[src/cmd_pkg.sv]
package cmd_pkg;

	// command ids as they appear in the first byte of a message
	typedef enum logic [4:0] {
		CMD_GET_VERSION        = 5'd0,
		CMD_GET_TIME           = 5'd2,
		CMD_SET_DIGITAL_OUT    = 5'd15,
		CMD_CONFIG_DIGITAL_OUT = 5'd16,
		CMD_SHUTDOWN           = 5'd19
	} cmd_e;

	// first byte of every response
	typedef enum logic [7:0] {
		RSP_GET_VERSION = 8'd0,
		RSP_GET_TIME    = 8'd1
	} rsp_e;

	typedef enum logic [1:0] {
		UNIT_NONE,
		UNIT_SYSTEM,
		UNIT_GPIO
	} unit_e;

	localparam int MAX_ARGS = 4;          // argument store depth
	localparam int ARG_IDX_BITS = 2;
	localparam int MAX_PARAMS = 4;        // response parameter store depth
	localparam int VLQ_MAX_BYTES = 5;     // 5 x 7 bits covers a 32 bit word
	localparam int CREDIT_BITS = 4;

	typedef logic signed [31:0] arg_t;

endpackage

[src/unit_bus_if.sv]
`timescale 1ns/1ps

interface unit_bus_if import cmd_pkg::*; ();

	cmd_e cmd;
	logic cmd_ready;       // arg_data holds argument 0 here
	arg_t arg_data;
	logic arg_advance;     // next argument shows one cycle later
	logic cmd_done;        // param_data carries the response id
	arg_t param_data;
	logic param_write;

	modport seq (
		output cmd, cmd_ready, arg_data,
		input arg_advance, cmd_done, param_data, param_write
	);

	modport unit (
		input cmd, cmd_ready, arg_data,
		output arg_advance, cmd_done, param_data, param_write
	);

endinterface

[src/vlq_decoder.sv]
`timescale 1ns/1ps

module vlq_decoder import cmd_pkg::*; (
	input logic clk,
	input logic rst_n,
	input logic [7:0] msg_data,
	input logic msg_ready,
	output logic msg_rd_en,
	input logic parse_start,
	input logic [2:0] nargs,
	output logic parse_done,
	input logic [ARG_IDX_BITS-1:0] arg_idx,
	output arg_t arg_word
);

	arg_t args [MAX_ARGS];
	logic parsing;
	logic first;                       // next byte starts a new argument
	logic [2:0] cnt;                   // completed arguments
	logic [2:0] nargs_q;
	logic take;
	logic [ARG_IDX_BITS-1:0] wr_idx;
	arg_t next_val;

	// a byte is consumed only when the previous read has settled in the queue
	assign take = parsing && msg_ready && !msg_rd_en;
	assign wr_idx = cnt[ARG_IDX_BITS-1:0];
	assign arg_word = args[arg_idx];

	always_comb begin
		if (first) begin
			// bits 6:5 both set mark a negative value
			next_val = {{25{msg_data[6] & msg_data[5]}}, msg_data[6:0]};
		end else begin
			next_val = {args[wr_idx][24:0], msg_data[6:0]};
		end
	end

	always_ff @(posedge clk) begin
		if (take) begin
			args[wr_idx] <= next_val;
		end
	end

	always_ff @(posedge clk or negedge rst_n) begin
		if (!rst_n) begin
			parsing <= 1'b0;
			first <= 1'b1;
			cnt <= '0;
			nargs_q <= '0;
			msg_rd_en <= 1'b0;
			parse_done <= 1'b0;
		end else begin
			msg_rd_en <= 1'b0;
			parse_done <= 1'b0;
			if (parse_start && !parsing) begin
				nargs_q <= nargs;
				cnt <= '0;
				first <= 1'b1;
				if (nargs == 3'd0) begin
					parse_done <= 1'b1;     // nothing to read
				end else begin
					parsing <= 1'b1;
				end
			end else if (take) begin
				msg_rd_en <= 1'b1;
				if (msg_data[7]) begin
					first <= 1'b0;
				end else begin
					first <= 1'b1;
					cnt <= cnt + 3'd1;
					if (cnt + 3'd1 == nargs_q) begin
						parsing <= 1'b0;
						parse_done <= 1'b1;
					end
				end
			end
		end
	end

	// a new command must not start while the previous arguments are still coming in
	a_start_idle: assert property (@(posedge clk) disable iff (!rst_n)
		parse_start |-> !parsing);

endmodule

[src/cmd_sequencer.sv]
`timescale 1ns/1ps

module cmd_sequencer import cmd_pkg::*; (
	input logic clk,
	input logic rst_n,
	input logic [7:0] msg_data,
	input logic msg_ready,
	output logic cmd_rd_en,
	output logic parse_start,
	output logic [2:0] nargs,
	input logic parse_done,
	output logic [ARG_IDX_BITS-1:0] arg_idx,
	input arg_t arg_word,
	unit_bus_if.seq sys_bus,
	unit_bus_if.seq gpio_bus,
	output logic param_push,
	output logic id_push,
	output arg_t push_data,
	output logic flush,
	input logic enc_busy
);

	typedef enum logic [2:0] {
		S_IDLE,
		S_PARSE,
		S_DISPATCH,
		S_WAIT_DONE,
		S_EMIT,
		S_WAIT_ENC
	} state_e;

	typedef struct packed {
		unit_e unit;
		logic [2:0] nargs;
		logic has_rsp;
	} cmd_entry_t;

	state_e state;
	cmd_e cur_cmd;
	unit_e cur_unit;
	logic has_rsp;
	cmd_entry_t entry;
	logic sel_adv;
	logic sel_done;
	logic sel_pw;
	arg_t sel_pd;

	function automatic cmd_entry_t lookup(input logic [7:0] id);
		cmd_entry_t e;
		e = '{UNIT_NONE, 3'd0, 1'b0};
		if (id[7:5] == 3'd0) begin
			case (cmd_e'(id[4:0]))
			CMD_GET_VERSION:        e = '{UNIT_SYSTEM, 3'd0, 1'b1};
			CMD_GET_TIME:           e = '{UNIT_SYSTEM, 3'd0, 1'b1};
			CMD_SET_DIGITAL_OUT:    e = '{UNIT_GPIO, 3'd2, 1'b0};
			CMD_CONFIG_DIGITAL_OUT: e = '{UNIT_GPIO, 3'd3, 1'b0};
			CMD_SHUTDOWN:           e = '{UNIT_SYSTEM, 3'd0, 1'b0};
			default:                e = '{UNIT_NONE, 3'd0, 1'b0};
			endcase
		end
		return e;
	endfunction

	assign entry = lookup(msg_data);

	assign sys_bus.cmd = cur_cmd;
	assign gpio_bus.cmd = cur_cmd;
	assign sys_bus.arg_data = arg_word;    // store is read at arg_idx
	assign gpio_bus.arg_data = arg_word;

	always_comb begin
		if (cur_unit == UNIT_SYSTEM) begin
			sel_adv = sys_bus.arg_advance;
			sel_done = sys_bus.cmd_done;
			sel_pw = sys_bus.param_write;
			sel_pd = sys_bus.param_data;
		end else begin
			sel_adv = gpio_bus.arg_advance;
			sel_done = gpio_bus.cmd_done;
			sel_pw = gpio_bus.param_write;
			sel_pd = gpio_bus.param_data;
		end
	end

	always_ff @(posedge clk) begin
		if (sel_pw || sel_done) begin
			push_data <= sel_pd;
		end
	end

	always_ff @(posedge clk or negedge rst_n) begin
		if (!rst_n) begin
			state <= S_IDLE;
			cur_cmd <= CMD_GET_VERSION;
			cur_unit <= UNIT_NONE;
			has_rsp <= 1'b0;
			cmd_rd_en <= 1'b0;
			parse_start <= 1'b0;
			nargs <= '0;
			arg_idx <= '0;
			sys_bus.cmd_ready <= 1'b0;
			gpio_bus.cmd_ready <= 1'b0;
			param_push <= 1'b0;
			id_push <= 1'b0;
			flush <= 1'b0;
		end else begin
			cmd_rd_en <= 1'b0;
			parse_start <= 1'b0;
			sys_bus.cmd_ready <= 1'b0;
			gpio_bus.cmd_ready <= 1'b0;
			param_push <= 1'b0;
			id_push <= 1'b0;
			flush <= 1'b0;
			case (state)
			S_IDLE: begin
				if (msg_ready && !cmd_rd_en && !enc_busy) begin
					cmd_rd_en <= 1'b1;
					parse_start <= 1'b1;
					nargs <= entry.nargs;
					cur_cmd <= cmd_e'(msg_data[4:0]);
					cur_unit <= entry.unit;
					has_rsp <= entry.has_rsp;
					arg_idx <= '0;
					state <= S_PARSE;
				end
			end
			S_PARSE: begin
				if (parse_done) begin
					if (cur_unit == UNIT_NONE) begin
						state <= S_IDLE;    // unknown id is dropped
					end else begin
						sys_bus.cmd_ready <= (cur_unit == UNIT_SYSTEM);
						gpio_bus.cmd_ready <= (cur_unit == UNIT_GPIO);
						state <= S_DISPATCH;
					end
				end
			end
			S_DISPATCH, S_WAIT_DONE: begin
				state <= S_WAIT_DONE;
				if (sel_adv) begin
					arg_idx <= arg_idx + 1'b1;
				end
				if (sel_pw) begin
					param_push <= 1'b1;
				end
				if (sel_done) begin
					id_push <= has_rsp;
					state <= has_rsp ? S_EMIT : S_IDLE;
				end
			end
			S_EMIT: begin
				flush <= 1'b1;
				state <= S_WAIT_ENC;
			end
			S_WAIT_ENC: begin
				// busy rises one cycle after flush
				if (!flush && !enc_busy) begin
					state <= S_IDLE;
				end
			end
			default: state <= S_IDLE;
			endcase
		end
	end

	// a unit only finishes a command that was handed to it
	a_done_in_wait: assert property (@(posedge clk) disable iff (!rst_n)
		(sys_bus.cmd_done || gpio_bus.cmd_done)
		|-> (state == S_DISPATCH || state == S_WAIT_DONE));

endmodule

[src/vlq_encoder.sv]
`timescale 1ns/1ps

module vlq_encoder import cmd_pkg::*; #(
	parameter int SEND_CREDITS = 4
) (
	input logic clk,
	input logic rst_n,
	input logic param_push,
	input logic id_push,
	input arg_t push_data,
	input logic flush,
	output logic busy,
	output logic [7:0] rsp_byte,
	output logic rsp_valid,
	input logic rsp_credit,
	output logic [7:0] rsp_len,
	output logic rsp_len_valid
);

	localparam int PIDX_BITS = $clog2(MAX_PARAMS);
	localparam int EXT_BITS = VLQ_MAX_BYTES * 7;

	typedef enum logic [1:0] {
		E_IDLE,
		E_ID,
		E_PARAM,
		E_LEN
	} enc_state_e;

	enc_state_e state;
	arg_t params [MAX_PARAMS];
	logic [PIDX_BITS:0] nparams;
	logic [PIDX_BITS-1:0] pidx;
	logic [2:0] grp;                   // 7 bit group still to send
	logic [7:0] len;
	logic [7:0] rsp_id;
	logic [CREDIT_BITS-1:0] credits;
	logic send_ok;
	logic take_param;
	logic last_param;
	arg_t cur_val;
	logic [EXT_BITS-1:0] cur_ext;

	// shortest encoding, leading groups that only repeat the sign are dropped
	function automatic logic [2:0] vlq_len(input arg_t v);
		if (v >= -32 && v < 96) return 3'd1;
		if (v >= -4096 && v < 12288) return 3'd2;
		if (v >= -524288 && v < 1572864) return 3'd3;
		if (v >= -67108864 && v < 201326592) return 3'd4;
		return 3'(VLQ_MAX_BYTES);
	endfunction

	assign busy = (state != E_IDLE);
	assign send_ok = (state == E_ID || state == E_PARAM) && credits != '0;
	assign take_param = (state == E_IDLE) && param_push && nparams < MAX_PARAMS;
	assign last_param = ({1'b0, pidx} + 1'b1 == nparams);
	assign cur_val = params[pidx];
	assign cur_ext = {{(EXT_BITS - 32){cur_val[31]}}, cur_val};

	always_ff @(posedge clk) begin
		if (take_param) begin
			params[nparams[PIDX_BITS-1:0]] <= push_data;
		end
		if (id_push) begin
			rsp_id <= push_data[7:0];
		end
		if (send_ok) begin
			if (state == E_ID) begin
				rsp_byte <= rsp_id;
			end else begin
				rsp_byte <= {grp != 3'd0, cur_ext[grp*7 +: 7]};   // msb marks more to come
			end
		end
		if (state == E_LEN) begin
			rsp_len <= len;
		end
	end

	always_ff @(posedge clk or negedge rst_n) begin
		if (!rst_n) begin
			state <= E_IDLE;
			nparams <= '0;
			pidx <= '0;
			grp <= '0;
			len <= '0;
			rsp_valid <= 1'b0;
			rsp_len_valid <= 1'b0;
			credits <= CREDIT_BITS'(SEND_CREDITS);
		end else begin
			rsp_valid <= send_ok;
			rsp_len_valid <= 1'b0;
			credits <= credits + CREDIT_BITS'(rsp_credit) - CREDIT_BITS'(send_ok);
			case (state)
			E_IDLE: begin
				if (take_param) begin
					nparams <= nparams + 1'b1;
				end
				if (flush) begin
					len <= '0;
					state <= E_ID;
				end
			end
			E_ID: begin
				if (send_ok) begin
					len <= len + 8'd1;
					pidx <= '0;
					grp <= vlq_len(params[0]) - 3'd1;
					state <= (nparams == '0) ? E_LEN : E_PARAM;
				end
			end
			E_PARAM: begin
				if (send_ok) begin
					len <= len + 8'd1;
					if (grp != 3'd0) begin
						grp <= grp - 3'd1;
					end else if (last_param) begin
						state <= E_LEN;
					end else begin
						pidx <= pidx + 1'b1;
						grp <= vlq_len(params[pidx + 1'b1]) - 3'd1;
					end
				end
			end
			E_LEN: begin
				rsp_len_valid <= 1'b1;
				nparams <= '0;
				state <= E_IDLE;
			end
			default: state <= E_IDLE;
			endcase
		end
	end

	a_credit_max: assert property (@(posedge clk) disable iff (!rst_n)
		credits <= SEND_CREDITS);

endmodule

[src/system_unit.sv]
`timescale 1ns/1ps

module system_unit import cmd_pkg::*; #(
	parameter arg_t VERSION = 0
) (
	input logic clk,
	input logic rst_n,
	input logic [63:0] systime,
	unit_bus_if.unit bus,
	output logic shutdown
);

	logic active;
	logic [1:0] step;
	logic [1:0] last_step;             // step that ends the command
	logic [63:0] time_snap;
	arg_t step_data;

	assign bus.arg_advance = 1'b0;     // no command here takes arguments

	always_comb begin
		case (bus.cmd)
		CMD_GET_VERSION: last_step = 2'd1;
		CMD_GET_TIME:    last_step = 2'd2;
		default:         last_step = 2'd0;
		endcase
	end

	always_comb begin
		step_data = '0;
		case (bus.cmd)
		CMD_GET_VERSION: begin
			step_data = (step == 2'd0) ? VERSION : arg_t'(RSP_GET_VERSION);
		end
		CMD_GET_TIME: begin
			case (step)
			2'd0:    step_data = time_snap[31:0];     // low word first
			2'd1:    step_data = time_snap[63:32];
			default: step_data = arg_t'(RSP_GET_TIME);
			endcase
		end
		default: step_data = '0;
		endcase
	end

	always_ff @(posedge clk) begin
		if (bus.cmd_ready) begin
			time_snap <= systime;
		end
		bus.param_data <= step_data;
	end

	always_ff @(posedge clk or negedge rst_n) begin
		if (!rst_n) begin
			active <= 1'b0;
			step <= '0;
			bus.param_write <= 1'b0;
			bus.cmd_done <= 1'b0;
			shutdown <= 1'b0;
		end else begin
			bus.param_write <= 1'b0;
			bus.cmd_done <= 1'b0;
			if (bus.cmd_ready) begin
				active <= 1'b1;
				step <= '0;
			end else if (active) begin
				step <= step + 2'd1;
				if (step == last_step) begin
					active <= 1'b0;
					bus.cmd_done <= 1'b1;
					if (bus.cmd == CMD_SHUTDOWN) begin
						shutdown <= 1'b1;       // sticky until reset
					end
				end else begin
					bus.param_write <= 1'b1;
				end
			end
		end
	end

endmodule

[src/gpio_unit.sv]
`timescale 1ns/1ps

module gpio_unit import cmd_pkg::*; #(
	parameter int NGPIO = 4
) (
	input logic clk,
	input logic rst_n,
	unit_bus_if.unit bus,
	input logic shutdown,
	output logic [NGPIO-1:0] gpio
);

	localparam int CH_BITS = (NGPIO > 1) ? $clog2(NGPIO) : 1;

	logic active;
	logic [1:0] step;
	logic is_set;
	logic is_cfg;
	logic chan_ok;
	logic [CH_BITS-1:0] ch;
	logic [NGPIO-1:0] dflt;            // value taken on shutdown
	arg_t chan;
	arg_t value;

	assign is_set = (bus.cmd == CMD_SET_DIGITAL_OUT);
	assign is_cfg = (bus.cmd == CMD_CONFIG_DIGITAL_OUT);
	assign chan_ok = ($unsigned(chan) < NGPIO) && !shutdown;
	assign ch = chan[CH_BITS-1:0];
	assign bus.param_write = 1'b0;
	assign bus.param_data = '0;

	always_ff @(posedge clk) begin
		if (bus.cmd_ready) begin
			chan <= bus.arg_data;
		end
		if (active && step == 2'd1) begin
			value <= bus.arg_data;
		end
	end

	// advance is issued ahead so the arguments arrive on consecutive steps
	always_ff @(posedge clk or negedge rst_n) begin
		if (!rst_n) begin
			active <= 1'b0;
			step <= '0;
			bus.arg_advance <= 1'b0;
			bus.cmd_done <= 1'b0;
			gpio <= '0;
			dflt <= '0;
		end else begin
			bus.arg_advance <= 1'b0;
			bus.cmd_done <= 1'b0;
			if (bus.cmd_ready) begin
				active <= 1'b1;
				step <= '0;
				bus.arg_advance <= is_set | is_cfg;
			end else if (active) begin
				step <= step + 2'd1;
				case (step)
				2'd0: begin
					bus.arg_advance <= is_cfg;
					if (!is_set && !is_cfg) begin
						active <= 1'b0;
						bus.cmd_done <= 1'b1;
					end
				end
				2'd1: begin
					if (is_set) begin
						if (chan_ok) begin
							gpio[ch] <= bus.arg_data[0];
						end
						active <= 1'b0;
						bus.cmd_done <= 1'b1;
					end
				end
				default: begin
					if (chan_ok) begin
						gpio[ch] <= value[0];
						dflt[ch] <= bus.arg_data[0];
					end
					active <= 1'b0;
					bus.cmd_done <= 1'b1;
				end
				endcase
			end
			if (shutdown) begin
				gpio <= dflt;
			end
		end
	end

endmodule

[src/cmd_dispatch.sv]
`timescale 1ns/1ps

module cmd_dispatch import cmd_pkg::*; #(
	parameter int NGPIO = 4,
	parameter arg_t VERSION = 0,
	parameter int SEND_CREDITS = 4
) (
	input logic clk,
	input logic rst_n,
	input logic [7:0] msg_data,
	input logic msg_ready,
	output logic msg_rd_en,
	output logic [7:0] rsp_byte,
	output logic rsp_valid,
	input logic rsp_credit,
	output logic [7:0] rsp_len,
	output logic rsp_len_valid,
	input logic [63:0] systime,
	output logic [NGPIO-1:0] gpio
);

	logic dec_rd_en;
	logic cmd_rd_en;
	logic parse_start;
	logic parse_done;
	logic [2:0] nargs;
	logic [ARG_IDX_BITS-1:0] arg_idx;
	arg_t arg_word;
	arg_t push_data;
	logic param_push;
	logic id_push;
	logic flush;
	logic enc_busy;
	logic shutdown;

	unit_bus_if sys_bus ();
	unit_bus_if gpio_bus ();

	assign msg_rd_en = dec_rd_en | cmd_rd_en;   // command byte and argument bytes

	vlq_decoder i_vlq_decoder (
		.clk(clk),
		.rst_n(rst_n),
		.msg_data(msg_data),
		.msg_ready(msg_ready),
		.msg_rd_en(dec_rd_en),
		.parse_start(parse_start),
		.nargs(nargs),
		.parse_done(parse_done),
		.arg_idx(arg_idx),
		.arg_word(arg_word)
	);

	cmd_sequencer i_cmd_sequencer (
		.clk(clk),
		.rst_n(rst_n),
		.msg_data(msg_data),
		.msg_ready(msg_ready),
		.cmd_rd_en(cmd_rd_en),
		.parse_start(parse_start),
		.nargs(nargs),
		.parse_done(parse_done),
		.arg_idx(arg_idx),
		.arg_word(arg_word),
		.sys_bus(sys_bus.seq),
		.gpio_bus(gpio_bus.seq),
		.param_push(param_push),
		.id_push(id_push),
		.push_data(push_data),
		.flush(flush),
		.enc_busy(enc_busy)
	);

	vlq_encoder #(
		.SEND_CREDITS(SEND_CREDITS)
	) i_vlq_encoder (
		.clk(clk),
		.rst_n(rst_n),
		.param_push(param_push),
		.id_push(id_push),
		.push_data(push_data),
		.flush(flush),
		.busy(enc_busy),
		.rsp_byte(rsp_byte),
		.rsp_valid(rsp_valid),
		.rsp_credit(rsp_credit),
		.rsp_len(rsp_len),
		.rsp_len_valid(rsp_len_valid)
	);

	system_unit #(
		.VERSION(VERSION)
	) i_system_unit (
		.clk(clk),
		.rst_n(rst_n),
		.systime(systime),
		.bus(sys_bus.unit),
		.shutdown(shutdown)
	);

	gpio_unit #(
		.NGPIO(NGPIO)
	) i_gpio_unit (
		.clk(clk),
		.rst_n(rst_n),
		.bus(gpio_bus.unit),
		.shutdown(shutdown),
		.gpio(gpio)
	);

endmodule

[config.mk]
export PLATFORM = sky130hd
export DESIGN_NAME = cmd_dispatch
export DESIGN_NICKNAME = d
export VERILOG_FILES = /design/src/cmd_pkg.sv /design/src/unit_bus_if.sv /design/src/vlq_decoder.sv /design/src/cmd_sequencer.sv /design/src/vlq_encoder.sv /design/src/system_unit.sv /design/src/gpio_unit.sv /design/src/cmd_dispatch.sv
export SDC_FILE = /design/constraint.sdc
export NUM_CORES = 1
export LEC_CHECK = 0
export BUFFER_PORTS_ARGS = -buffer_cell sky130_fd_sc_hd__buf_4
export CORE_AREA = 3 3 200 202
export CTS_CLUSTER_DIAMETER = 50
export DETAILED_ROUTE_END_ITERATION = 6
export DIE_AREA = 0 0 203 205
export GPL_TIMING_DRIVEN = 1
export PLACE_DENSITY = 0.76
export RECOVER_POWER = 100
export REMOVE_ABC_BUFFERS = 1
export SETUP_SLACK_MARGIN = 0.15
export SLEW_MARGIN = 20
export SYNTH_ARGS = -nofsm -noshare
export SYNTH_HDL_FRONTEND = slang
export SYNTH_SLANG_ARGS = --single-unit
[constraint.sdc]
create_clock -name clk -period 3 [get_ports clk]
set_input_delay 0.3 -clock clk [delete_from_list [all_inputs] [get_ports clk]]
set_output_delay 0.3 -clock clk [all_outputs]
set_load 0.1 [all_outputs]
After elaboration in Yosys (flattened, before gate mapping). Memories as Yosys holds them, arrays and structs flattened. Index checks and enable logic that the tools add are counted.

Bitwise logic cells: 6. Multipliers: 1. Shift-type cells: 1. Reductions and logical operators: 71. Add/sub/neg operators: 13. Mux-type cells: 178. $lt $le $gt $ge: 20. Eq/ne operators: 41.

Operators with widths (count): two-way mux 3 bit (35); two-way mux 1 bit (99); >= comparator 32 x 13 -> 1 bit (second input constant) (2); >= comparator 32 x 20 -> 1 bit (second input constant) (2); >= comparator 32 x 27 -> 1 bit (second input constant) (2); >= comparator 32 x 6 -> 1 bit (second input constant) (2); < comparator 32 x 15 -> 1 bit (second input constant) (2); < comparator 32 x 22 -> 1 bit (second input constant) (2); < comparator 32 x 29 -> 1 bit (second input constant) (2); < comparator 32 x 8 -> 1 bit (second input constant) (2); case mux 32 bit (2 select lines) (1); variable part select 35 x 7 -> 7 bit (1); < comparator 32 x 3 -> 1 bit (second input constant) (1); two-way mux 2 bit (16); two-way mux 32 bit (1); two-way mux 4 bit (6); two-way mux 8 bit (3); case mux 6 bit (4 select lines) (1); nonzero test 2 bit (11); logical AND 1 bit (21); == test 5 bit (second input constant) (4); != test 2 x 1 -> 1 bit (second input constant) (10); case mux 8 bit (2 select lines) (1); AND reduction 4 bit (4); other kinds (46) (100).

Output and inout port bits: 23. Logic and storage cells: 378. Register bits: 260. Memories: 2. Bits in writable memories: 256.

Memories: i_vlq_decoder.args (depth 4, bits a word 32, read ports 2, clocked after Yosys merged registers in 0, wr ports 1, RTL line vlq_decoder.sv:16) `arg_t args [MAX_ARGS];`; i_vlq_encoder.params (depth 4, bits a word 32, read ports 3, clocked after Yosys merged registers in 0, wr ports 1, RTL line vlq_encoder.sv:31) `arg_t params [MAX_PARAMS];`.

Longest topological paths before layout. An unclocked memory read counts as a cell.

Depth in word-level cells: 40. Mapped depth: 13. Depth with buffers taken out: 11.

Hierarchy. A second synthesis with hierarchy kept.

Cells, all modules: 1374. Area, all modules: 22552.9 µm².

By module, submodules not included: vlq_encoder (seq. area each 5166.2 µm², cells each 495, area each 8217.9 µm², instances 1); vlq_decoder (seq. area each 4095.2 µm², cells each 302, area each 6052.1 µm², instances 1); system_unit (seq. area each 2712.6 µm², cells each 203, area each 3306.9 µm², instances 1); cmd_sequencer (seq. area each 1461.4 µm², cells each 221, area each 2831.5 µm², instances 1); gpio_unit (seq. area each 1316.3 µm², cells each 152, area each 2138.3 µm², instances 1); cmd_dispatch (seq. area each 0.0 µm², cells each 1, area each 6.3 µm², instances 1).

Least setup slack after synthesis. Ideal clock, no wire load.

Path type: register -> register. Start point: reg i_vlq_encoder.pidx[0]. End point: reg i_vlq_encoder.grp[2]. Required time: 2.896 ns. Buffers on the path: 2. Library setup time: 0.104 ns. Stages on the path, launching flop included: 14. Clock period less this slack: 3.089 ns. Setup slack: -0.089 ns. Arrival time: 2.985 ns. Cell sequence: dfrtp_1 -> ha_1 -> buf_6 -> buf_8 -> mux4_2 -> nor4_1 -> and4_1 -> nand4_1 -> o2111ai_2 -> o211a_1 -> ha_1 -> nor2_1 -> a21o_1 -> a221oi_1.

Cells in the longest elaborated chain, start to end: 25.

Ends and longest elaborated chain: start, declared (RTL line vlq_encoder.sv:33) `logic [PIDX_BITS-1:0] pidx;`; start signal, assigned (RTL line vlq_encoder.sv:119) `pidx <= pidx + 1'b1;`; adder 2 x 1 -> 2 bit (RTL line vlq_encoder.sv:120) `grp <= vlq_len(params[pidx + 1'b1]) - 3'd1;`; memory (4 x 32 bit); >= comparator 32 x 27 -> 1 bit or < comparator 32 x 29 -> 1 bit (tied branches) (RTL line vlq_encoder.sv:49) `if (v >= -67108864 && v < 201326592) return 3'd4;`; logical AND 1 bit (RTL line vlq_encoder.sv:49); two-way mux 1 bit (2 in a row) (RTL line vlq_encoder.sv:49); two-way mux 1 bit (RTL line vlq_encoder.sv:48) `if (v >= -524288 && v < 1572864) return 3'd3;`; two-way mux 1 bit (RTL line vlq_encoder.sv:47) `if (v >= -4096 && v < 12288) return 3'd2;`; two-way mux 1 bit (RTL line vlq_encoder.sv:116) `end else if (last_param) begin`; (+8 left out); two-way mux 3 bit (RTL line vlq_encoder.sv:114) `if (grp != 3'd0) begin`; two-way mux 3 bit (RTL line vlq_encoder.sv:112) `if (send_ok) begin`; two-way mux 3 bit (RTL line vlq_encoder.sv:93) `case (state)`; subtractor 3 x 1 -> 3 bit (RTL line vlq_encoder.sv:120); two-way mux 3 bit (RTL line vlq_encoder.sv:116); two-way mux 3 bit (RTL line vlq_encoder.sv:114); two-way mux 3 bit (RTL line vlq_encoder.sv:112); case mux 3 bit (2 select lines) (RTL line vlq_encoder.sv:93); end signal, assigned (RTL line vlq_encoder.sv:107) `grp <= vlq_len(params[0]) - 3'd1;`; end signal, assigned (RTL line vlq_encoder.sv:115) `grp <= grp - 3'd1;`; end signal, assigned (RTL line vlq_encoder.sv:120); end, declared (RTL line vlq_encoder.sv:34) `logic [2:0] grp;`.

Several ways; a longest one is shown, not always the timed one. The select of a mux whose other input is x is not followed. A chain may end at the register's enable or synchronous reset.

Worst setup path after layout. Ends and elaborated chain as after synthesis.

==> run_results.csv <==
group,metric,value,unit
sta,slew_headroom,-0.4485,
global_routing,grt_max_degree,73,
clock_network,clk_pin_slew,60,ps
die,num_rows,72,
power_and_ir_drop,irDropWorstVdd,0.0008272,V
synthesis,synth-edff-count,409,
power_and_ir_drop,p_leak,8.826,nW
die,start_util,0.5475,
clock_network,tritoncts,"yes",
global_routing,grt_usage,0.2368,
die,dieArea,41620,sq um
synthesis,yosys-top-cells-count,"409 x edfxtp_1, 118 x mux4_2, 74 x nand2_1",
sta,setup_violations,3,
detailed_routing,wirelength,48010,microns
global_routing,grt_first_pass_wirelength,74370,microns
die,pin_count,99,
sta,report.final.slew_viol_count,110,
status,violations,"capacitance limit, slew limit, setup timing",
clock_network,cts_htree_levels,2,
detailed_routing,drc_errors,0,
detailed_routing,drtIter0Drc,1250,
clock_network,root_buffer,"clkbuf_16",
die,die_h,205,microns
critical_path,r2r_cells,11,
placed_design,port_buffers,98,
status,status,"finished, violations left",
sta,worst_pin_slew,2173,ps
finish,fin_nets,1574,
finish,area_delta_synth_final,18.26,%
critical_path,worstPathRequired,3500,ps
power_and_ir_drop,power.density,691.5,nW/um^2
finish,final_core_util,0.6474,
sta,hold_violations,0,
synthesis,syn_area,21060,sq um
synthesis,synth_cell_types,70,
synthesis,ys_seq_elements,513,
finish,drive_gt1_frac,0.2282,
synthesis,synth-main-ff-cell,"edfxtp_1",
detailed_routing,via_per_inst,6.017,
synthesis,synthesis.instances,1244,
die,die_x,203,microns
sta,rsz0062_at_grt,"yes",
min_path,whs_path_depth,4,
placed_design,hpwl,29250,microns
synthesis,async_reset_ff_frac,0.1404,
detailed_routing,vias,12239,
detailed_routing,drtAntennaViolNets,0,
flow_run,cap_violations,2,
global_routing,grt_antenna_before_repair,0,
placed_design,dpl_worst_slack,-553.5,ps
clock_network,clockBufferDepth,3,
critical_path,critical_path_peak_fanout,7,
finish,fill_cells,2617,
detailed_routing,wl_per_cell,23.61,microns
clock_network,cts_sinks,513,
die,coreArea,38470,sq um
sta,fin_tns_setup,-581.6,ps
sta,layout_min_cycle_time,3279,ps
detailed_routing,dr.pass1.iters,7,
critical_path,critPathLaunchType,"flip-flop",
global_routing,grt_overflow,0,
placed_design,place_congestion,0.9036,
synthesis,yosysSeqAreaShare,0.6993,
sta,fin_ws,-278.6,ps
synthesis,yosysMostFrequentCell,"edfxtp_1",
sta,fmax,305.0,MHz
min_path,hold_class,"input port to flip-flop",
finish,antenna_cells,0,
critical_path,arrival,3780,ps
critical_path,setup.worst_path.end_class,"flip-flop",
synthesis,ys.warnings.count,0,
clock_network,cts_inserted_buffers,52,
critical_path,path_class,"flip-flop to flip-flop",
synthesis,synth.largest_area_cell,"edfxtp_1",
global_routing,grt_pass1_vias,12551,
synthesis,synth_area_leaders,"edfxtp_1 58%, mux4_2 13%, dfrtp_1 8.3%, dfxtp_1 3.0%, ha_1 1.5%",
synthesis,synth_top_area_share,0.5832,
sta,fin_worst_skew,30.04,ps
sta,min_period_over_period,1.093,
clock_network,insertion_delay,590,ps
synthesis,avgSynthCellArea,16.93,sq um
-- layout by cell type, fill, tap and decap left out, drive strengths merged, types with 12 or more instances in the layout --
| cell type | count |
|---|---|
| a21oi | 17 |
| dfxtp | 32 |
| clkbuf | 181 |
| nor2 | 67 |
| nand2 | 74 |
| nor2b | 12 |
| buf | 39 |
| clkinv | 24 |
| mux4 | 121 |
| inv | 54 |
| dlygate4sd3 | 73 |
| nand3 | 24 |
| a22oi | 33 |
| nor4 | 19 |
| nor3 | 17 |
| ha | 25 |
| dfrtp | 70 |
| edfxtp | 409 |
| and2 | 44 |
| o21ai | 52 |
-- worst paths after layout --
kind,start,endpoint,slack [ps]
setup reg to reg,i_vlq_encoder.pidx[0]$_DFFE_PN0P_,i_vlq_encoder.grp[2]$_DFFE_PN0P_,-280
max in group asynchronous,rst_n,i_vlq_encoder.pidx[0]$_DFFE_PN0P_,1050
hold reg to reg,i_system_unit.time_snap[40]$_DFFE_PP_,i_system_unit.bus.param_data[8]$_SDFF_PP0_,480
min in group asynchronous,rst_n,i_vlq_encoder.grp[0]$_DFFE_PN0P_,750
hold / removal,msg_data[7],i_vlq_decoder.first$_DFFE_PN1P_,90
setup / recovery,i_vlq_encoder.pidx[0]$_DFFE_PN0P_,i_vlq_encoder.grp[2]$_DFFE_PN0P_,-280
-- cells by family (layout without fill, tap and decap cells) --
family,Yosys count,count (layout),share of synthesized area
compound gates,134,134,0.04141
xor+xnor,19,19,0.007902
fa+ha+maj,26,26,0.01580
buf+inv,106,378,0.02091
flops,513,513,0.6993
mux,140,140,0.1396
simple gates,306,306,0.07516
-- timing repair --
| item | 4_1_cts | 5_1_grt |
|---|---|---|
| resized for setup | 21 | 5 |
| gates cloned | 0 | 0 |
| endpoints found under the setup margin | 3 | 7 |
| pin swaps | 8 | 6 |
| hold endpoints to repair | 168 | 0 |
| setup buffers | 6 | 3 |
| hold buffers | 73 | 0 |
-- metal layers --
metal  share of wire  routed length, microns  global-route usage  up-vias
li1                -                       -                   -     5314
met1            0.39                   18790              0.3212     6207
met2            0.50                   24140              0.3937      613
met3           0.077                    3687             0.04211      105
met4           0.029                    1399             0.08092        0
met5               0                       0                   0        -
-- power by group --
group | leakage [nW] | switching, W | internal, W
Clock | 0.807 | 0.00272 | 0.00355
Sequential | 5.03 | 0.000272 | 0.00834
Combinational | 2.99 | 0.00138 | 0.000962
-- critical path, cell delays in order (launching register included) --
cell	delay [ps]
dfrtp_2	420
ha_4	370
mux4_2	540
or4_4	570
nor4_4	190
and3_4	220
a211oi_2	40
o21ai_2	210
ha_4	190
nor2_2	40
a21o_1	180
a221oi_2	200
-- final cells by class --
class / count / area (sq um) / share of cell area
Clock buffer: 64 / 1378 / 0.05531
Clock inverter: 34 / 280.3 / 0.01125
Inverter: 51 / 191.4 / 0.007687
Multi-Input combinational cell: 625 / 5956 / 0.2391
Sequential cell: 513 / 14730 / 0.5914
Tap cell: 518 / 648.1 / 0.02602
Timing Repair Buffer: 229 / 1724 / 0.06923
-- sequential cells by signal (all words and copies together), names as in the netlist, 3 cells and up --
register,count
i_cmd_sequencer.gpio_bus.cmd,5
i_cmd_sequencer.push_data,32
i_cmd_sequencer.state,3
i_gpio_unit.chan,32
i_gpio_unit.dflt,4
i_gpio_unit.gpio,4
i_system_unit.bus.param_data,32
i_system_unit.time_snap,64
i_vlq_decoder.args,128
i_vlq_decoder.cnt,3
i_vlq_encoder.credits,4
i_vlq_encoder.grp,3
i_vlq_encoder.len,8
i_vlq_encoder.nparams,3
i_vlq_encoder.params,128
i_vlq_encoder.rsp_byte,8
i_vlq_encoder.rsp_id,8
i_vlq_encoder.rsp_len,8
-- metrics by stage --
| stage | std cells | cell area, sq um | hold WS, ps | power [W] |
|---|---|---|---|---|
| 2_1_floorplan | 1189 | 20810 | 4.409 | 0.01019 |
| 3_3_place_gp | 1854 | 22580 | 459.2 | 0.01091 |
| 3_5_place_dp | 1854 | 22580 | 472.3 | 0.01102 |
| 4_1_cts | 2031 | 25100 | 69.81 | 0.01734 |
| 5_1_grt | 2034 | 24910 | 116.3 | 0.01789 |
| 6_report | 2034 | 24910 | 94.38 | 0.01722 |
Note: power is estimated with default switching activity, not from simulation.
